===== src/verilog/mipsPkg.sv =====
`default_nettype none

package mipsPkg;

    ////////////////////////////////////////
    // Instruction encodings
    ////////////////////////////////////////

    typedef enum logic [5:0] {
        opSpecial  = 6'h00,
        opRegimm   = 6'h01,
        opJ        = 6'h02,
        opJal      = 6'h03,
        opBeq      = 6'h04,
        opBne      = 6'h05,
        opBlez     = 6'h06,
        opBgtz     = 6'h07,
        opAddi     = 6'h08,
        opSlti     = 6'h0a,
        opOri      = 6'h0d,
        opXori     = 6'h0e,
        opSpecial2 = 6'h1c,
        opLb       = 6'h20,
        opLh       = 6'h21,
        opLw       = 6'h23,
        opSb       = 6'h28,
        opSh       = 6'h29,
        opSw       = 6'h2b
    } opcode_t;

    typedef enum logic [5:0] {
        fnSll = 6'h00,
        fnSrl = 6'h02,
        fnJr  = 6'h08,
        fnAdd = 6'h20,
        fnSub = 6'h22,
        fnAnd = 6'h24,
        fnOr  = 6'h25,
        fnXor = 6'h26,
        fnSlt = 6'h2a
    } funct_t;

    // SPECIAL2 mul reuses the srl function code
    localparam funct_t fnMul = fnSrl;

    localparam logic [4:0] linkReg = 5'd31;

    typedef struct packed {
        opcode_t    op;
        logic [4:0] rs;
        logic [4:0] rt;
        logic [4:0] rd;
        logic [4:0] shamt;
        funct_t     funct;
    } rFields_t;

    typedef struct packed {
        opcode_t     op;
        logic [4:0]  rs;
        logic [4:0]  rt;
        logic [15:0] imm16;
    } iFields_t;

    typedef struct packed {
        opcode_t     op;
        logic [25:0] target26;
    } jFields_t;

    // One fetched word, three views of its fields
    typedef union packed {
        rFields_t rFields;
        iFields_t iFields;
        jFields_t jFields;
    } instrWord_t;

    ////////////////////////////////////////
    // Control and trace
    ////////////////////////////////////////

    typedef enum logic [3:0] {
        aluAdd, aluSub, aluAnd, aluOr, aluXor,
        aluSlt, aluSll, aluSrl, aluMul, aluPassB
    } aluOp_t;

    typedef enum logic [1:0] {
        memWord = 2'd0,
        memHalf = 2'd1,
        memByte = 2'd2
    } memWidth_t;

    typedef enum logic [2:0] {
        brNone, brEq, brNe, brGtz, brLez, brLtz, brGez, brAlways
    } branchKind_t;

    typedef struct packed {
        logic        regDst;
        logic        aluSrcImm;
        logic        extendSigned;
        logic        shiftByShamt;
        logic        memRead;
        logic        memWrite;
        memWidth_t   memWidth;
        logic        memToReg;
        logic        regWrite;
        logic        link;
        logic        jumpReg;
        logic        jumpAbs;
        branchKind_t branchKind;
        aluOp_t      aluOp;
    } control_t;

    typedef struct packed {
        logic        valid;
        logic [31:0] pc;
        logic        regWrite;
        logic [4:0]  wrReg;
        logic [31:0] wrData;
        logic        memWrite;
        logic [31:0] memAddr;
        logic [31:0] storeData;
        memWidth_t   storeWidth;
    } retireTrace_t;

endpackage

`default_nettype wire


===== src/verilog/pcUnit.sv =====
`timescale 1ns/1ns
`default_nettype none

module pcUnit #(
    parameter logic [31:0] resetVector = 32'h0000_0000
) (
    input  logic                clk,
    input  logic                reset,
    input  mipsPkg::instrWord_t instr,
    input  mipsPkg::control_t   ctrl,
    input  logic [31:0]         rsValue,
    input  logic                rsZero,
    input  logic                rsNeg,
    input  logic                rsEqualsRt,
    output logic [31:0]         pc,
    output logic [31:0]         pcPlus4
);
    import mipsPkg::*;

    logic        taken;
    logic [31:0] branchTarget;
    logic [31:0] jumpTarget;
    logic [31:0] nextPc;

    assign pcPlus4 = pc + 32'd4;
    assign branchTarget = pcPlus4 + {{14{instr.iFields.imm16[15]}}, instr.iFields.imm16, 2'b00};
    assign jumpTarget = {pcPlus4[31:28], instr.jFields.target26, 2'b00};

    // Branch condition from the rs flags
    always_comb begin
        case (ctrl.branchKind)
            brEq:     taken = rsEqualsRt;
            brNe:     taken = !rsEqualsRt;
            brGtz:    taken = !rsNeg && !rsZero;
            brLez:    taken = rsNeg || rsZero;
            brLtz:    taken = rsNeg;
            brGez:    taken = !rsNeg;
            brAlways: taken = 1'b1;
            default:  taken = 1'b0;
        endcase
    end

    always_comb begin
        if (!taken) begin
            nextPc = pcPlus4;
        end else if (ctrl.jumpReg) begin
            nextPc = rsValue;
        end else if (ctrl.jumpAbs) begin
            nextPc = jumpTarget;
        end else begin
            nextPc = branchTarget;
        end
    end

    always_ff @(posedge clk) begin
        if (reset) begin
            pc <= resetVector;
        end else begin
            pc <= nextPc;
        end
    end

    // Every update keeps the fetch address on a word boundary
    assert property (@(posedge clk) !reset |=> pc[1:0] == 2'b00)
        else $error("pc left word alignment: %h", pc);

endmodule

`default_nettype wire


===== config.mk =====
export PLATFORM = sky130hd
export DESIGN_NAME = pcUnit
export DESIGN_NICKNAME = d
export VERILOG_FILES = /design/src/verilog/mipsPkg.sv /design/src/verilog/pcUnit.sv
export SDC_FILE = /design/constraint.sdc
export NUM_CORES = 1
export LEC_CHECK = 0
export ABC_AREA = 0
export BUFFER_PORTS_ARGS = -buffer_cell sky130_fd_sc_hd__buf_2
export CORE_ASPECT_RATIO = 1.5
export CORE_MARGIN = 2
export CORE_UTILIZATION = 40
export CTS_CLUSTER_SIZE = 24
export DETAILED_ROUTE_END_ITERATION = 6
export PLACE_DENSITY_LB_ADDON = 0.2
export SKIP_LAST_GASP = 1
export SYNTH_ARGS = -nofsm -noshare
export SYNTH_HDL_FRONTEND = slang
export SYNTH_SLANG_ARGS = --single-unit

===== constraint.sdc =====
create_clock -name clk -period 3.55 [get_ports clk]
set_clock_uncertainty 0.1 [all_clocks]
set_input_delay 0 -clock clk [delete_from_list [all_inputs] [get_ports clk]]
set_output_delay 0 -clock clk [all_outputs]
set_load 0.05 [all_outputs]

Word level (Yosys, flattened, before mapping)
Cells that the tools add are included.

storage, ports and cells
  input port bits = 89
  memory bits (read-only) = 0
  memories = 0
  output and inout port bits = 64
  bits in latches = 0
  bits in writable memories = 0
  bits in registers = 32

operators by class
  magnitude comparators = 0
  reduce and logical (&&, ||, !) cells = 5
  multipliers = 0
  shifts and indexed selects = 0
  add/subtract/negate cells = 2
  bitwise gates (word level) = 0
  equal/unequal tests = 7
  muxes and demuxes = 4
  div/mod/pow operators = 0

operators by type and width
  cell                   number
  $mux 32                3
  $add 32x3->32 const B  1
  $add 32x32->32         1
  $eq 3x3->1 const B     4
  $pmux 1 s7             1
  $eq 3x2->1 const B     2
  $eq 3x1->1 const B     1
  $logic_not 1->1        3
  $logic_and 1x1->1      1
  $logic_or 1x1->1       1

Depth between registers and ports, before layout
Gate-level depths: netlist of run 1.

  depth after elaboration = 5
  mapped depth = 17

Worst setup path after synthesis of run 1
OpenSTA, ideal clock, no wires.

  path type = register to register
  from = reg pc[2]
  to = reg pc[27]
  cell stages (with the launch flop) = 16
  arrival = 4,633 ps
  buffers on the path = 0
  setup slack = -1,253 ps
  cell sequence = dfxtp_1 ha_1 nand4_1 nor3_2 nand3_1 inv_1 nand2_1 xnor2_1 ha_1 and2_1 a221o_1 a221oi_2 nand2_1 a2111oi_0 a221oi_1 a21oi_1

between the ends
  cells in the longest elaborated chain, start to end = 5

RTL lines
  item                      RTL line      RTL
  start: declaration        pcUnit.sv:15  output logic [31:0] pc,
  start signal: assignment  pcUnit.sv:57  pc <= resetVector;
  start signal: assignment  pcUnit.sv:59  pc <= nextPc;
  $add 32x3->32             pcUnit.sv:25  assign pcPlus4 = pc + 32'd4;
  named net pcPlus4[20]     pcUnit.sv:16  output logic [31:0] pcPlus4
  $add 32x32->32            pcUnit.sv:26  assign branchTarget = pcPlus4 + {{14{instr.iFields.imm16[15]}}, instr.iFields.imm16, 2'b00};
  $mux 32                   pcUnit.sv:48  end else if (ctrl.jumpAbs) begin
  $mux 32                   pcUnit.sv:46  end else if (ctrl.jumpReg) begin
  $mux 32                   pcUnit.sv:44  if (!taken) begin

The timed path passes the listed nets, and every way through them passes these cells.
A chain may end at the register's enable or synchronous reset.

Worst setup path in the final report of run 1
  from = reg pc[2]
  to = reg pc[29]

between the ends
  cells in the longest elaborated chain, start to end = 5

RTL lines
  item               RTL line
  $add 32x3->32 (*)  pcUnit.sv:25
  $add 32x32->32     pcUnit.sv:26
  $mux 32            pcUnit.sv:48
  $mux 32            pcUnit.sv:46
  $mux 32 (*)        pcUnit.sv:44

Mark *: on every way between the ends. The rest lies on a longest branch, timed or not.

==> metrics.csv, run 1 <==
stage,metric,value,unit
outcome,status,"finished, violations left",
outcome,failing checks,negative hold slack,
clock_network,"Reg clk slew, reported paths",60,ps
placement,Placer Congestion,0.974,
worst_setup_path,Critical Path End Type,flip-flop,
clock_network,H-tree depth,2,
power_and_ir_drop,Max VDD drop,341,uV
floorplanning,I/O Pins,153,
final_layout,share of layout cells above drive strength 1,0.445,
yosys,Synth Instances,527,
clock_network,CTS Buffer Depth,2,
worst_setup_path,Crit path required time,3610,ps
final_layout,layout net count,884,
final_layout,Biggest register,pc,
timing,final setup TNS,0,ps
timing,Slew Limit Headroom,0.566,
route,DR vias,5042,
timing,# setup viols final,0,
yosys,number of synthesis warnings,0,
yosys,synth unique cells,69,
clock_network,CTS buffer count,5,
yosys,Mapped Nets,653,
yosys,Synth async-reset ratio,0,
grt,grt total ovfl,0,
route,Post-Route WL,16100,um
clock_network,Skew-Pair Late Insertion Delay,290,ps
yosys,count of flip-flops with a built-in enable after synthesis,0,
route,Pre-Repair DR Iteration Count,5,
power_and_ir_drop,Power Total,2.41,mW
clock_network,root buffer cell,clkbuf_16,
timing,unrepaired setup endpoints after global routing,true,
worst_setup_path,Critical Path AT,3590,ps
grt,Global Route Usage Sum,0.285,
floorplanning,Die H,126,um
final_layout,area delta synth->final,62.3,%
clock_network,CTS Sinks,32,
placement,number of port buffers,131,
worst_hold_path,hold crit path type,in2reg,
placement,Inst Count DP,838,
timing,setup ws final,11.3,ps
route,DRT antenna net count,0,
timing,Final period util,0.997,
floorplanning,Core Region,0.00963,sq mm
grt,largest net degree at the start of global routing,33,
grt,vias in the first global route,4853,
final_layout,FILL cells,798,
final_layout,"leading cell type in the layout, fill and taps excluded",buf_2,
timing,Max Slew Vio Count,0,
final_layout,# diodes,0,
yosys,share of the synthesized area in the top cell type,0.162,
final_layout,"commonest non-fill, non-tap cells in the layout","buf_2 (131), buf_4 (93), nand2_1 (51), a21oi_1 (42), nor2_1 (37)",
placement,HPWL Detailed,12400,um
clock_network,CTS tree,done,
timing,Fin. Hold Viols,1,
worst_setup_path,CP Max Fanout,5,
grt,antenna violations before repair,0,
route,drt via density,5.77,
worst_setup_path,WS Path Type,reg2reg,
route,DRC,0,
final_layout,Top Registers,pc x32,
yosys,cell taking the most area after synthesis,dfxtp_1,
floorplanning,number of cell rows,44,
floorplanning,Initial Util,0.411,
yosys,Post-Syn Area,0.00396,sq mm
route,drt wl/cell,18.4,um
final_layout,"Cell Count, Final, Fillers Out",874,
yosys,most common flop cell mapped by yosys,dfxtp_1,
yosys,sequential fraction of the synthesis area,0.162,
timing,post-layout min period,3540,ps
yosys,dominant cells by area after synthesis,"dfxtp_1 (16%), ha_1 (11%), xnor2_1 (6.9%), a21oi_1 (6.2%), nand2_1 (5.5%)",
power_and_ir_drop,P_leak,3.01,nW
yosys,syn_area_per_cell,7.51,sq um
yosys,number of synthesized register bits,32,
timing,fmax,283,MHz
worst_setup_path,CP startpoint kind,flip-flop,
power_and_ir_drop,Power Density,376,mW/mm^2
grt,first-pass GRT wire length,24200,um
flow_run,Max Cap Violations,0,
timing,Slew @ Worst Pin,651,ps
placement,pre-CTS setup slack,-69.0,ps
final_layout,Largest register FFs,32,
floorplanning,die width,85.2,um
route,Iter 0 DRT Violations,288,
timing,hold slack,-4.64,ps
floorplanning,Die Area,0.0107,sq mm
## what timing repair did
action	in CTS	in global routing
pin swaps	2	26
buffers inserted	0	6
hold endpoints to repair	21	0
resized for setup	5	47
hold buffers	22	0
endpoints found under the setup margin	6	13
cloned	0	0
## through the flow
step	area, sq um	utilization
floorplan	4400	-
finish	6420	0.666
global placement	5730	0.595
detailed placement	5730	0.595
global route	6420	0.666
CTS	6140	0.638
## final timing paths
path	start	to	slack, ps	depth (start not counted)
hold / removal	rsValue[21]	pc[21]	-5	3
setup reg to reg	pc[2]	pc[29]	10	16
hold reg to reg	pc[0]	pc[0]	430	2
setup / recovery	pc[2]	pc[29]	10	16
## power breakdown
part           internal (mW)  switching, mW
Sequential             0.404         0.0569
Clock                  0.330          0.186
Combinational          0.577          0.858
## final cells by class
type,count,area [sq um],share of cell area
flip-flops and latches,32,692,0.108
multi-input cells,452,3750,0.584
clock buffers,5,125,0.0195
inverters,19,73.8,0.0115
repair buffers,248,1600,0.249
clock inverters,3,42.5,0.00663
well taps,115,144,0.0224
## per-layer routing
metal  share of wire  vias up  GRT usage
li1                -     2425          -
met1            0.37     2354      0.316
met2            0.52      207      0.513
met3           0.057       56     0.0426
met4           0.052        0      0.152
met5               0        -          0
## worst max-delay path, cell delays in order, from the launching register on
cell	delay, ps
dfxtp_4	380
ha_4	140
nand4_1	190
nor3_4	250
buf_6	150
nand3_4	80
buf_4	190
nor2_2	160
xnor2_2	160
ha_4	250
a21o_1	190
a21o_1	190
a21o_1	200
a311o_1	350
a31oi_1	200
xnor2_1	150
o22ai_1	90
## cell usage after synthesis, types with 2 or more instances
cell,number
a32o_1,3
nand4_1,11
o21bai_1,6
a32oi_1,6
ha_1,36
xnor2_1,31
o21a_1,5
and3_1,6
a221oi_1,3
o21ai_1,5
nand3b_1,2
nor2_1,41
o22ai_1,5
inv_1,19
buf_4,3
a21oi_1,49
nand3_1,18
xor2_2,3
nand2b_1,3
dfxtp_1,32
o21ai_0,28
a31oi_1,4
mux2i_1,4
nor3_1,12
and3b_1,2
nor4_4,2
xor2_1,14
o211ai_1,20
nand3_2,2
nor3b_1,2
o221ai_1,4
nor2b_1,3
nand2_1,58
and4_1,3
a211oi_1,6
clkbuf_1,16
and2_1,3
or3_1,8
a21o_1,16
clkbuf_8,2
a221o_1,2
nor2_4,2
## cells by family (layout without fill, tap and decap cells)
kind of cell / Yosys count / count (layout) / share of synthesized area
AND/OR/NAND/NOR: 186 / 186 / 0.248
AO/OA/AOI/OAI: 177 / 177 / 0.298
XOR/XNOR: 48 / 48 / 0.112
buffers and inverters: 43 / 275 / 0.0509
adder cells (fa/ha/maj): 37 / 37 / 0.119
flip-flops: 32 / 32 / 0.162
multiplexers: 4 / 4 / 0.0101
(Power assumes the default switching activity.)
==> inputs of run 2 (changes only) <==
--- a/config.mk
+++ b/config.mk
@@ -13,6 +13,7 @@
 export CTS_CLUSTER_SIZE = 24
 export DETAILED_ROUTE_END_ITERATION = 6
 export PLACE_DENSITY_LB_ADDON = 0.2
+export REMOVE_ABC_BUFFERS = 1
 export SKIP_LAST_GASP = 1
 export SYNTH_ARGS = -nofsm -noshare
 export SYNTH_HDL_FRONTEND = slang
==> constraint.sdc (replaced) <==
create_clock -name clk -period 3.84 [get_ports clk]
set_clock_uncertainty 0.1 [all_clocks]
set_input_delay 0 -clock clk [delete_from_list [all_inputs] [get_ports clk]]
set_output_delay 0 -clock clk [all_outputs]
set_load 0.05 [all_outputs]
==> run 2 against run 1 <==
Net effect: the run still ends with negative hold slack left; hold slack lost 4.1 ps; register-to-register slack gained 150 ps; sequential cell count is the same; clock power shrank 16%; critical endpoint unchanged; highest routed layer unchanged.
==> metrics.csv, run 2 (same netlist as run 1, synthesis figures left out) <==
stage,metric,value,unit,change
power_and_ir_drop,P_leak,2.57,nW,was 3.01 nW
power_and_ir_drop,part of the power in the clock network,0.222,,was 0.214
timing,Slew @ Worst Pin,852,ps,was 651 ps
worst_setup_path,WP buf/inv,1,,was 2
grt,first-pass GRT wire length,23900,um,was 24200 um
worst_setup_path,CP startpoint kind,flip-flop,,unchanged
grt,grt total ovfl,0,,unchanged
grt,antenna violations before repair,0,,unchanged
power_and_ir_drop,Power Total,1.96,mW,was 2.41 mW
floorplanning,Initial Util,0.411,,unchanged
floorplanning,Core Region,0.00963,sq mm,unchanged
worst_hold_path,hold crit path type,in2reg,,unchanged
route,Iter 0 DRT Violations,198,,was 288
final_layout,FILL cells,957,,was 798
floorplanning,Die H,126,um,unchanged
power_and_ir_drop,Sw Share,0.482,,was 0.456
route,DRT antenna net count,0,,unchanged
placement,HPWL Detailed,11700,um,was 12400 um
timing,unrepaired setup endpoints after global routing,true,,unchanged
final_layout,Top Registers,pc x32,,unchanged
timing,hold slack,-8.74,ps,was -4.64 ps
clock_network,CTS tree,done,,unchanged
worst_hold_path,Hold Path Depth,5,,was 3
power_and_ir_drop,Max VDD drop,229,uV,was 341 uV
final_layout,"leading cell type in the layout, fill and taps excluded",buf_2,,unchanged
route,Pre-Repair DR Iteration Count,4,,was 5
placement,number of port buffers,131,,unchanged
route,drt wl/cell,18.3,um,was 18.4 um
worst_setup_path,critical path depth,15,,was 16
clock_network,H-tree depth,2,,unchanged
power_and_ir_drop,Logic pwr share,0.566,,was 0.595
worst_setup_path,Top delay family on crit path,compound AO/OA/AOI/OAI gates,,unchanged
power_and_ir_drop,Internal Pwr Total,1.01,mW,was 1.31 mW
placement,placed instance area,0.00492,sq mm,was 0.00573 sq mm
power_and_ir_drop,Seq pwr share,0.212,,was 0.191
final_layout,Largest register FFs,32,,unchanged
placement,Placer Congestion,0.975,,was 0.974
final_layout,fin area,0.00537,sq mm,was 0.00642 sq mm
worst_setup_path,Critical Path End Type,flip-flop,,unchanged
timing,# setup viols final,0,,unchanged
grt,Global Route Usage Sum,0.279,,was 0.285
clock_network,CTS buffer count,5,,unchanged
final_layout,# diodes,0,,unchanged
clock_network,CTS Sinks,32,,unchanged
worst_setup_path,"slowest stage delay, CP",380,ps,about the same
timing,fmax,272,MHz,was 283 MHz
grt,largest net degree at the start of global routing,33,,unchanged
final_layout,layout net count,829,,was 884
worst_setup_path,crit path cell chain,"ha_2, nand4_1, nor3_4, nand3_2, buf_4, nor2_1, xnor2_1, ha_1, a21o_1, a21o_1, a21o_1, a311o_1, a31oi_1, xnor2_1, o22ai_1",,"was ha_4, nand4_1, nor3_4, buf_6, nand3_4, buf_4, nor2_2, xnor2_2, ha_4, a21o_1, a21o_1, a21o_1, a311o_1, a31oi_1, xnor2_1, o22ai_1"
grt,vias in the first global route,4861,,was 4853
clock_network,Skew-Pair Late Insertion Delay,290,ps,about the same
route,Post-Route WL,15000,um,was 16100 um
floorplanning,Die Area,0.0107,sq mm,unchanged
timing,setup ws final,163,ps,was 11.3 ps
final_layout,Final Util,0.558,,was 0.666
worst_setup_path,reg2reg setup slack,160,ps,was 10 ps
power_and_ir_drop,Power Density,364,mW/mm^2,was 376 mW/mm^2
worst_setup_path,WS Path Type,reg2reg,,unchanged
final_layout,area delta synth->final,35.8,%,was 62.3%
timing,Fin. Hold Viols,1,,unchanged
clock_network,"Reg clk slew, reported paths",60,ps,about the same
clock_network,root buffer cell,clkbuf_16,,unchanged
floorplanning,die width,85.2,um,unchanged
final_layout,"commonest non-fill, non-tap cells in the layout","buf_2 (131), nand2_1 (57), a21oi_1 (49), nor2_1 (41), buf_4 (39)",,"was buf_2 (131), buf_4 (93), nand2_1 (51), a21oi_1 (42), nor2_1 (37)"
flow_run,Max Cap Violations,0,,unchanged
floorplanning,I/O Pins,153,,unchanged
outcome,status,"finished, violations left",,unchanged
worst_setup_path,CP max stage cell,ha_1,,was dfxtp_4
worst_setup_path,CP Max Fanout,9,,was 5
timing,Max Slew Vio Count,0,,unchanged
worst_setup_path,R2R depth,15,,was 16
clock_network,CTS Buffer Depth,2,,unchanged
worst_setup_path,Worst path most repeated cell,a21o_1,,unchanged
floorplanning,number of cell rows,44,,unchanged
worst_setup_path,Critical Path AT,3730,ps,was 3590 ps
final_layout,share of layout cells above drive strength 1,0.295,,was 0.445
placement,pre-CTS setup slack,62.8,ps,was -69.0 ps
worst_setup_path,Crit path required time,3900,ps,was 3610 ps
timing,post-layout min period,3680,ps,was 3540 ps
power_and_ir_drop,Sw Pwr,0.944,mW,was 1.10 mW
outcome,failing checks,negative hold slack,,unchanged
route,DRC,0,,unchanged
timing,Slew Limit Headroom,0.430,,was 0.566
route,drt via density,5.76,,was 5.77
timing,Final period util,0.958,,was 0.997
route,DR vias,4717,,was 5042
final_layout,Biggest register,pc,,unchanged
==> run 2: changes by cell type in the layout (fill, tap and decap cells not counted), moves of 6 or more <==
cell     change
buf_4       -54
dfxtp_1     +16
xnor2_1     +13
dfxtp_4     -11
xnor2_4      -9
ha_1         +8
ha_4         -8
a21oi_1      +7
a21oi_2      -6
nand2_1      +6
xor2_1       +6
==> run 2: timing repair <==
action                     4_1_cts  5_1_grt
hold endpoints to repair        21        0
gates resized for setup          0       17
setup buffers                    0        1
hold buffers                    23        0
setup endpoints to repair        0        9
==> run 2: layout make-up <==
type	count	area (sq um)	area share
Clock inverter	1	7.51	0.00140
Inverter	19	71.3	0.0133
Clock buffer	7	143	0.0265
Multi-Input combinational cell	452	3180	0.593
Timing Repair Buffer	193	1180	0.219
Sequential cell	32	644	0.120
Tap cell	115	144	0.0268
==> run 2: power groups by stage <==
stage,Sequential (mW),Clock [mW],Combinational (mW)
4_1_cts,0.412,0.438,1.09
2_1_floorplan,0.547,0,0.610
5_1_grt,0.420,0.447,1.19
3_3_place_gp,0.417,0,1.06
6_report,0.414,0.434,1.11
3_5_place_dp,0.419,0,1.06
==> run 2: worst reg2reg max path, stage by stage, from the launching register on <==
cell     delay (ps)
dfxtp_2         350
ha_2            180
nand4_1         200
nor3_4          260
nand3_2         140
buf_4           180
nor2_1          130
xnor2_1         200
ha_1            380
a21o_1          230
a21o_1          180
a21o_1          210
a311o_1         350
a31oi_1         170
xnor2_1         160
o22ai_1         120
==> run 2: per-layer routing <==
layer	GRT usage	up-vias	part of all wire
met5	0	-	0
met4	0.119	0	0.039
met3	0.0380	34	0.054
met2	0.527	173	0.52
met1	0.303	2203	0.39
li1	-	2307	-
==> run 2: worst paths after layout <==
| kind | startpoint | endpoint |
|---|---|---|
| worst min register to register | pc[1] | pc[1] |
| worst min-delay path | rsValue[3] | pc[3] |
| worst max register to register | pc[3] | pc[29] |
| worst max-delay path | pc[3] | pc[29] |
==> run 2: per-stage QoR <==
stage               instances  hold slack (ps)  TNS [ps]
floorplan                 503            -30.9     -9130
CTS                       818            0.595         0
finish                    819            -8.74         0
global route              819             33.2     -42.6
detailed placement        787              173         0
global placement          787              168         0
==> inputs of run 3 (changes only) <==
--- a/config.mk
+++ b/config.mk
@@ -13,7 +13,6 @@
 export CTS_CLUSTER_SIZE = 24
 export DETAILED_ROUTE_END_ITERATION = 6
 export PLACE_DENSITY_LB_ADDON = 0.2
-export REMOVE_ABC_BUFFERS = 1
 export SKIP_LAST_GASP = 1
 export SYNTH_ARGS = -nofsm -noshare
 export SYNTH_HDL_FRONTEND = slang
==> run 3 against run 2 <==
Net effect: the flow now finishes without violations; non-clock buffer count is 5 lower; final area is 4.1% higher; count of clock-buffer cells in the layout stayed put; worst setup slack better by 12 ps; critical path type unchanged; first-iteration DRC count is 32% higher; sequential cell count stayed put; via count is 0.87% higher; sequential power is 3% higher.
==> metrics.csv, run 3 (same netlist as run 1, synthesis figures left out) <==
stage,metric,value,unit,change
outcome,status,"finished, final reports clean",,"was finished, violations left"
final_layout,Top Registers,pc x32,,unchanged
grt,vias in the first global route,4771,,was 4861
floorplanning,I/O Pins,153,,unchanged
timing,post-layout min period,3660,ps,was 3680 ps
power_and_ir_drop,Max VDD drop,224,uV,was 229 uV
placement,number of port buffers,131,,unchanged
final_layout,Largest register FFs,32,,unchanged
clock_network,H-tree depth,2,,unchanged
grt,Global Route Usage Sum,0.277,,was 0.279
worst_setup_path,"slowest stage delay, CP",380,ps,about the same
clock_network,"Reg clk slew, reported paths",60,ps,about the same
placement,Inst Count DP,778,,was 787
timing,Max Slew Vio Count,0,,unchanged
worst_setup_path,CP max stage cell,a221oi_2,,was ha_1
worst_setup_path,reg2reg setup slack,180,ps,was 160 ps
worst_setup_path,Critical Path AT,3740,ps,was 3730 ps
floorplanning,number of cell rows,44,,unchanged
floorplanning,Die H,126,um,unchanged
timing,Slew Limit Headroom,0.409,,was 0.430
route,DRC,0,,unchanged
timing,Fin. Hold Viols,0,,was 1
power_and_ir_drop,Power Density,353,mW/mm^2,was 364 mW/mm^2
power_and_ir_drop,Sw Share,0.480,,was 0.482
worst_setup_path,WP buf/inv,1,,unchanged
power_and_ir_drop,Logic pwr share,0.567,,was 0.566
worst_setup_path,CP Launch Point,pc[2],,was pc[3]
worst_hold_path,WHS Endpoint,pc[27],,was pc[3]
final_layout,FILL cells,889,,was 957
clock_network,Skew-Pair Late Insertion Delay,290,ps,about the same
final_layout,"commonest non-fill, non-tap cells in the layout","buf_2 (131), nand2_1 (56), a21oi_1 (47), nor2_1 (41), buf_4 (34)",,"was buf_2 (131), nand2_1 (57), a21oi_1 (49), nor2_1 (41), buf_4 (39)"
clock_network,CTS tree,done,,unchanged
clock_network,CTS buffer count,5,,unchanged
timing,setup ws final,176,ps,was 163 ps
final_layout,Biggest register,pc,,unchanged
timing,unrepaired setup endpoints after global routing,true,,unchanged
clock_network,CTS Sinks,32,,unchanged
route,DRT antenna net count,0,,unchanged
placement,pre-CTS setup slack,116,ps,was 62.8 ps
flow_run,Max Cap Violations,0,,unchanged
route,Post-Route WL,15100,um,was 15000 um
floorplanning,Core Region,0.00963,sq mm,unchanged
clock_network,root buffer cell,clkbuf_16,,unchanged
floorplanning,die width,85.2,um,unchanged
worst_setup_path,Top delay family on crit path,compound AO/OA/AOI/OAI gates,,unchanged
grt,grt total ovfl,0,,unchanged
power_and_ir_drop,Seq pwr share,0.216,,was 0.212
worst_setup_path,Worst path most repeated cell,nand3_1,,was a21o_1
route,Iter 0 DRT Violations,261,,was 198
worst_setup_path,r2r endpoint,pc[21],,was pc[29]
worst_setup_path,critical path depth,15,,unchanged
final_layout,# diodes,0,,unchanged
floorplanning,Die Area,0.0107,sq mm,unchanged
grt,largest net degree at the start of global routing,29,,was 33
worst_setup_path,worst r2r src,pc[2],,was pc[3]
worst_hold_path,hold crit path type,in2reg,,unchanged
worst_setup_path,CP Max Fanout,6,,was 9
placement,HPWL Detailed,11900,um,was 11700 um
route,drt via density,5.85,,was 5.76
final_layout,"Cell Count, Final, Fillers Out",814,,was 819
route,drt wl/cell,18.6,um,was 18.3 um
power_and_ir_drop,Internal Pwr Total,1.03,mW,was 1.01 mW
timing,final setup TNS,0,ps,unchanged
worst_setup_path,Critical Path End Type,flip-flop,,unchanged
grt,antenna violations before repair,0,,unchanged
grt,first-pass GRT wire length,23600,um,was 23900 um
placement,Placer Congestion,0.990,,was 0.975
clock_network,CTS Buffer Depth,2,,unchanged
worst_setup_path,CP startpoint kind,flip-flop,,unchanged
power_and_ir_drop,Sw Pwr,0.949,mW,was 0.944 mW
floorplanning,Initial Util,0.411,,unchanged
timing,fmax,273,MHz,was 272 MHz
final_layout,area delta synth->final,41.4,%,was 35.8%
timing,# setup viols final,0,,unchanged
worst_setup_path,crit path cell chain,"ha_1, nand4_1, nor3_4, buf_4, nand3_1, xnor2_2, ha_4, a21o_1, a21oi_2, o211ai_1, a221oi_2, nand3_1, xnor2_1, o21ai_0, a32o_1",,"was ha_2, nand4_1, nor3_4, nand3_2, buf_4, nor2_1, xnor2_1, ha_1, a21o_1, a21o_1, a21o_1, a311o_1, a31oi_1, xnor2_1, o22ai_1"
final_layout,layout net count,824,,was 829
final_layout,share of layout cells above drive strength 1,0.336,,was 0.295
worst_hold_path,Worst Hold Launch,rsValue[27],,was rsValue[3]
timing,Final period util,0.954,,was 0.958
power_and_ir_drop,part of the power in the clock network,0.216,,was 0.222
worst_setup_path,R2R depth,15,,unchanged
route,DR vias,4758,,was 4717
final_layout,"leading cell type in the layout, fill and taps excluded",buf_2,,unchanged
worst_hold_path,Hold Path Depth,4,,was 5
timing,Slew @ Worst Pin,883,ps,was 852 ps
route,Pre-Repair DR Iteration Count,5,,was 4
worst_setup_path,WS Path Type,reg2reg,,unchanged
worst_setup_path,Crit path required time,3920,ps,was 3900 ps
power_and_ir_drop,P_leak,2.65,nW,was 2.57 nW
==> run 3: worst max path at each step <==
stage / end / slack, ps
2_1_floorplan: pc[27] / -30
3_3_place_gp: pc[27] / 200
3_5_place_dp: pc[30] / 120
4_1_cts: pc[30] / 100
5_1_grt: pc[29] / -30
6_report: pc[21] / 180
==> run 3: layout make-up <==
type | instances | area, sq um | share of cell area
clock buffer | 7 | 143 | 0.0255
clock inverter | 1 | 7.51 | 0.00134
inverter | 19 | 71.3 | 0.0127
multi-input combinational | 452 | 3400 | 0.609
sequential | 32 | 683 | 0.122
tap | 115 | 144 | 0.0257
timing repair buffer | 188 | 1140 | 0.204
==> run 3: timing repair <==
item / in CTS / in global routing
setup buffers: 0 / 5
endpoints found under the hold margin: 22 / 0
gates resized for setup: 0 / 18
hold buffers: 23 / 0
endpoints found under the setup margin: 0 / 8
==> run 3: worst reg2reg max path, stage by stage, from the launching register on <==
cell	delay, ps
dfxtp_4	360
ha_1	180
nand4_1	180
nor3_4	300
buf_4	180
nand3_1	120
xnor2_2	250
ha_4	260
a21o_1	220
a21oi_2	160
o211ai_1	110
a221oi_2	380
nand3_1	160
xnor2_1	220
o21ai_0	110
a32o_1	250
==> run 3: power groups by stage <==
stage | logic (mW) | clock network (mW) | registers (mW)
after CTS | 1.09 | 0.433 | 0.428
after global routing | 1.20 | 0.446 | 0.435
after detailed placement | 1.07 | 0 | 0.435
final | 1.12 | 0.428 | 0.428
after floorplan | 0.657 | 0 | 0.558
after global placement | 1.06 | 0 | 0.433
==> run 3: per-stage QoR <==
step	utilization	hold WS (ps)	area, sq um	power [mW]
floorplan	-	68.6	4200	1.21
global placement	0.528	169	5090	1.49
detailed placement	0.528	181	5090	1.50
CTS	0.568	22.2	5470	1.95
global route	0.581	45.5	5590	2.08
finish	0.581	8.70	5590	1.98
==> run 3: per-layer routing <==
layer | vias to the layer above | share of wire | track usage
li1 | 2304 | - | -
met1 | 2226 | 0.38 | 0.300
met2 | 192 | 0.53 | 0.507
met3 | 36 | 0.054 | 0.0452
met4 | 0 | 0.038 | 0.142
met5 | - | 0 | 0
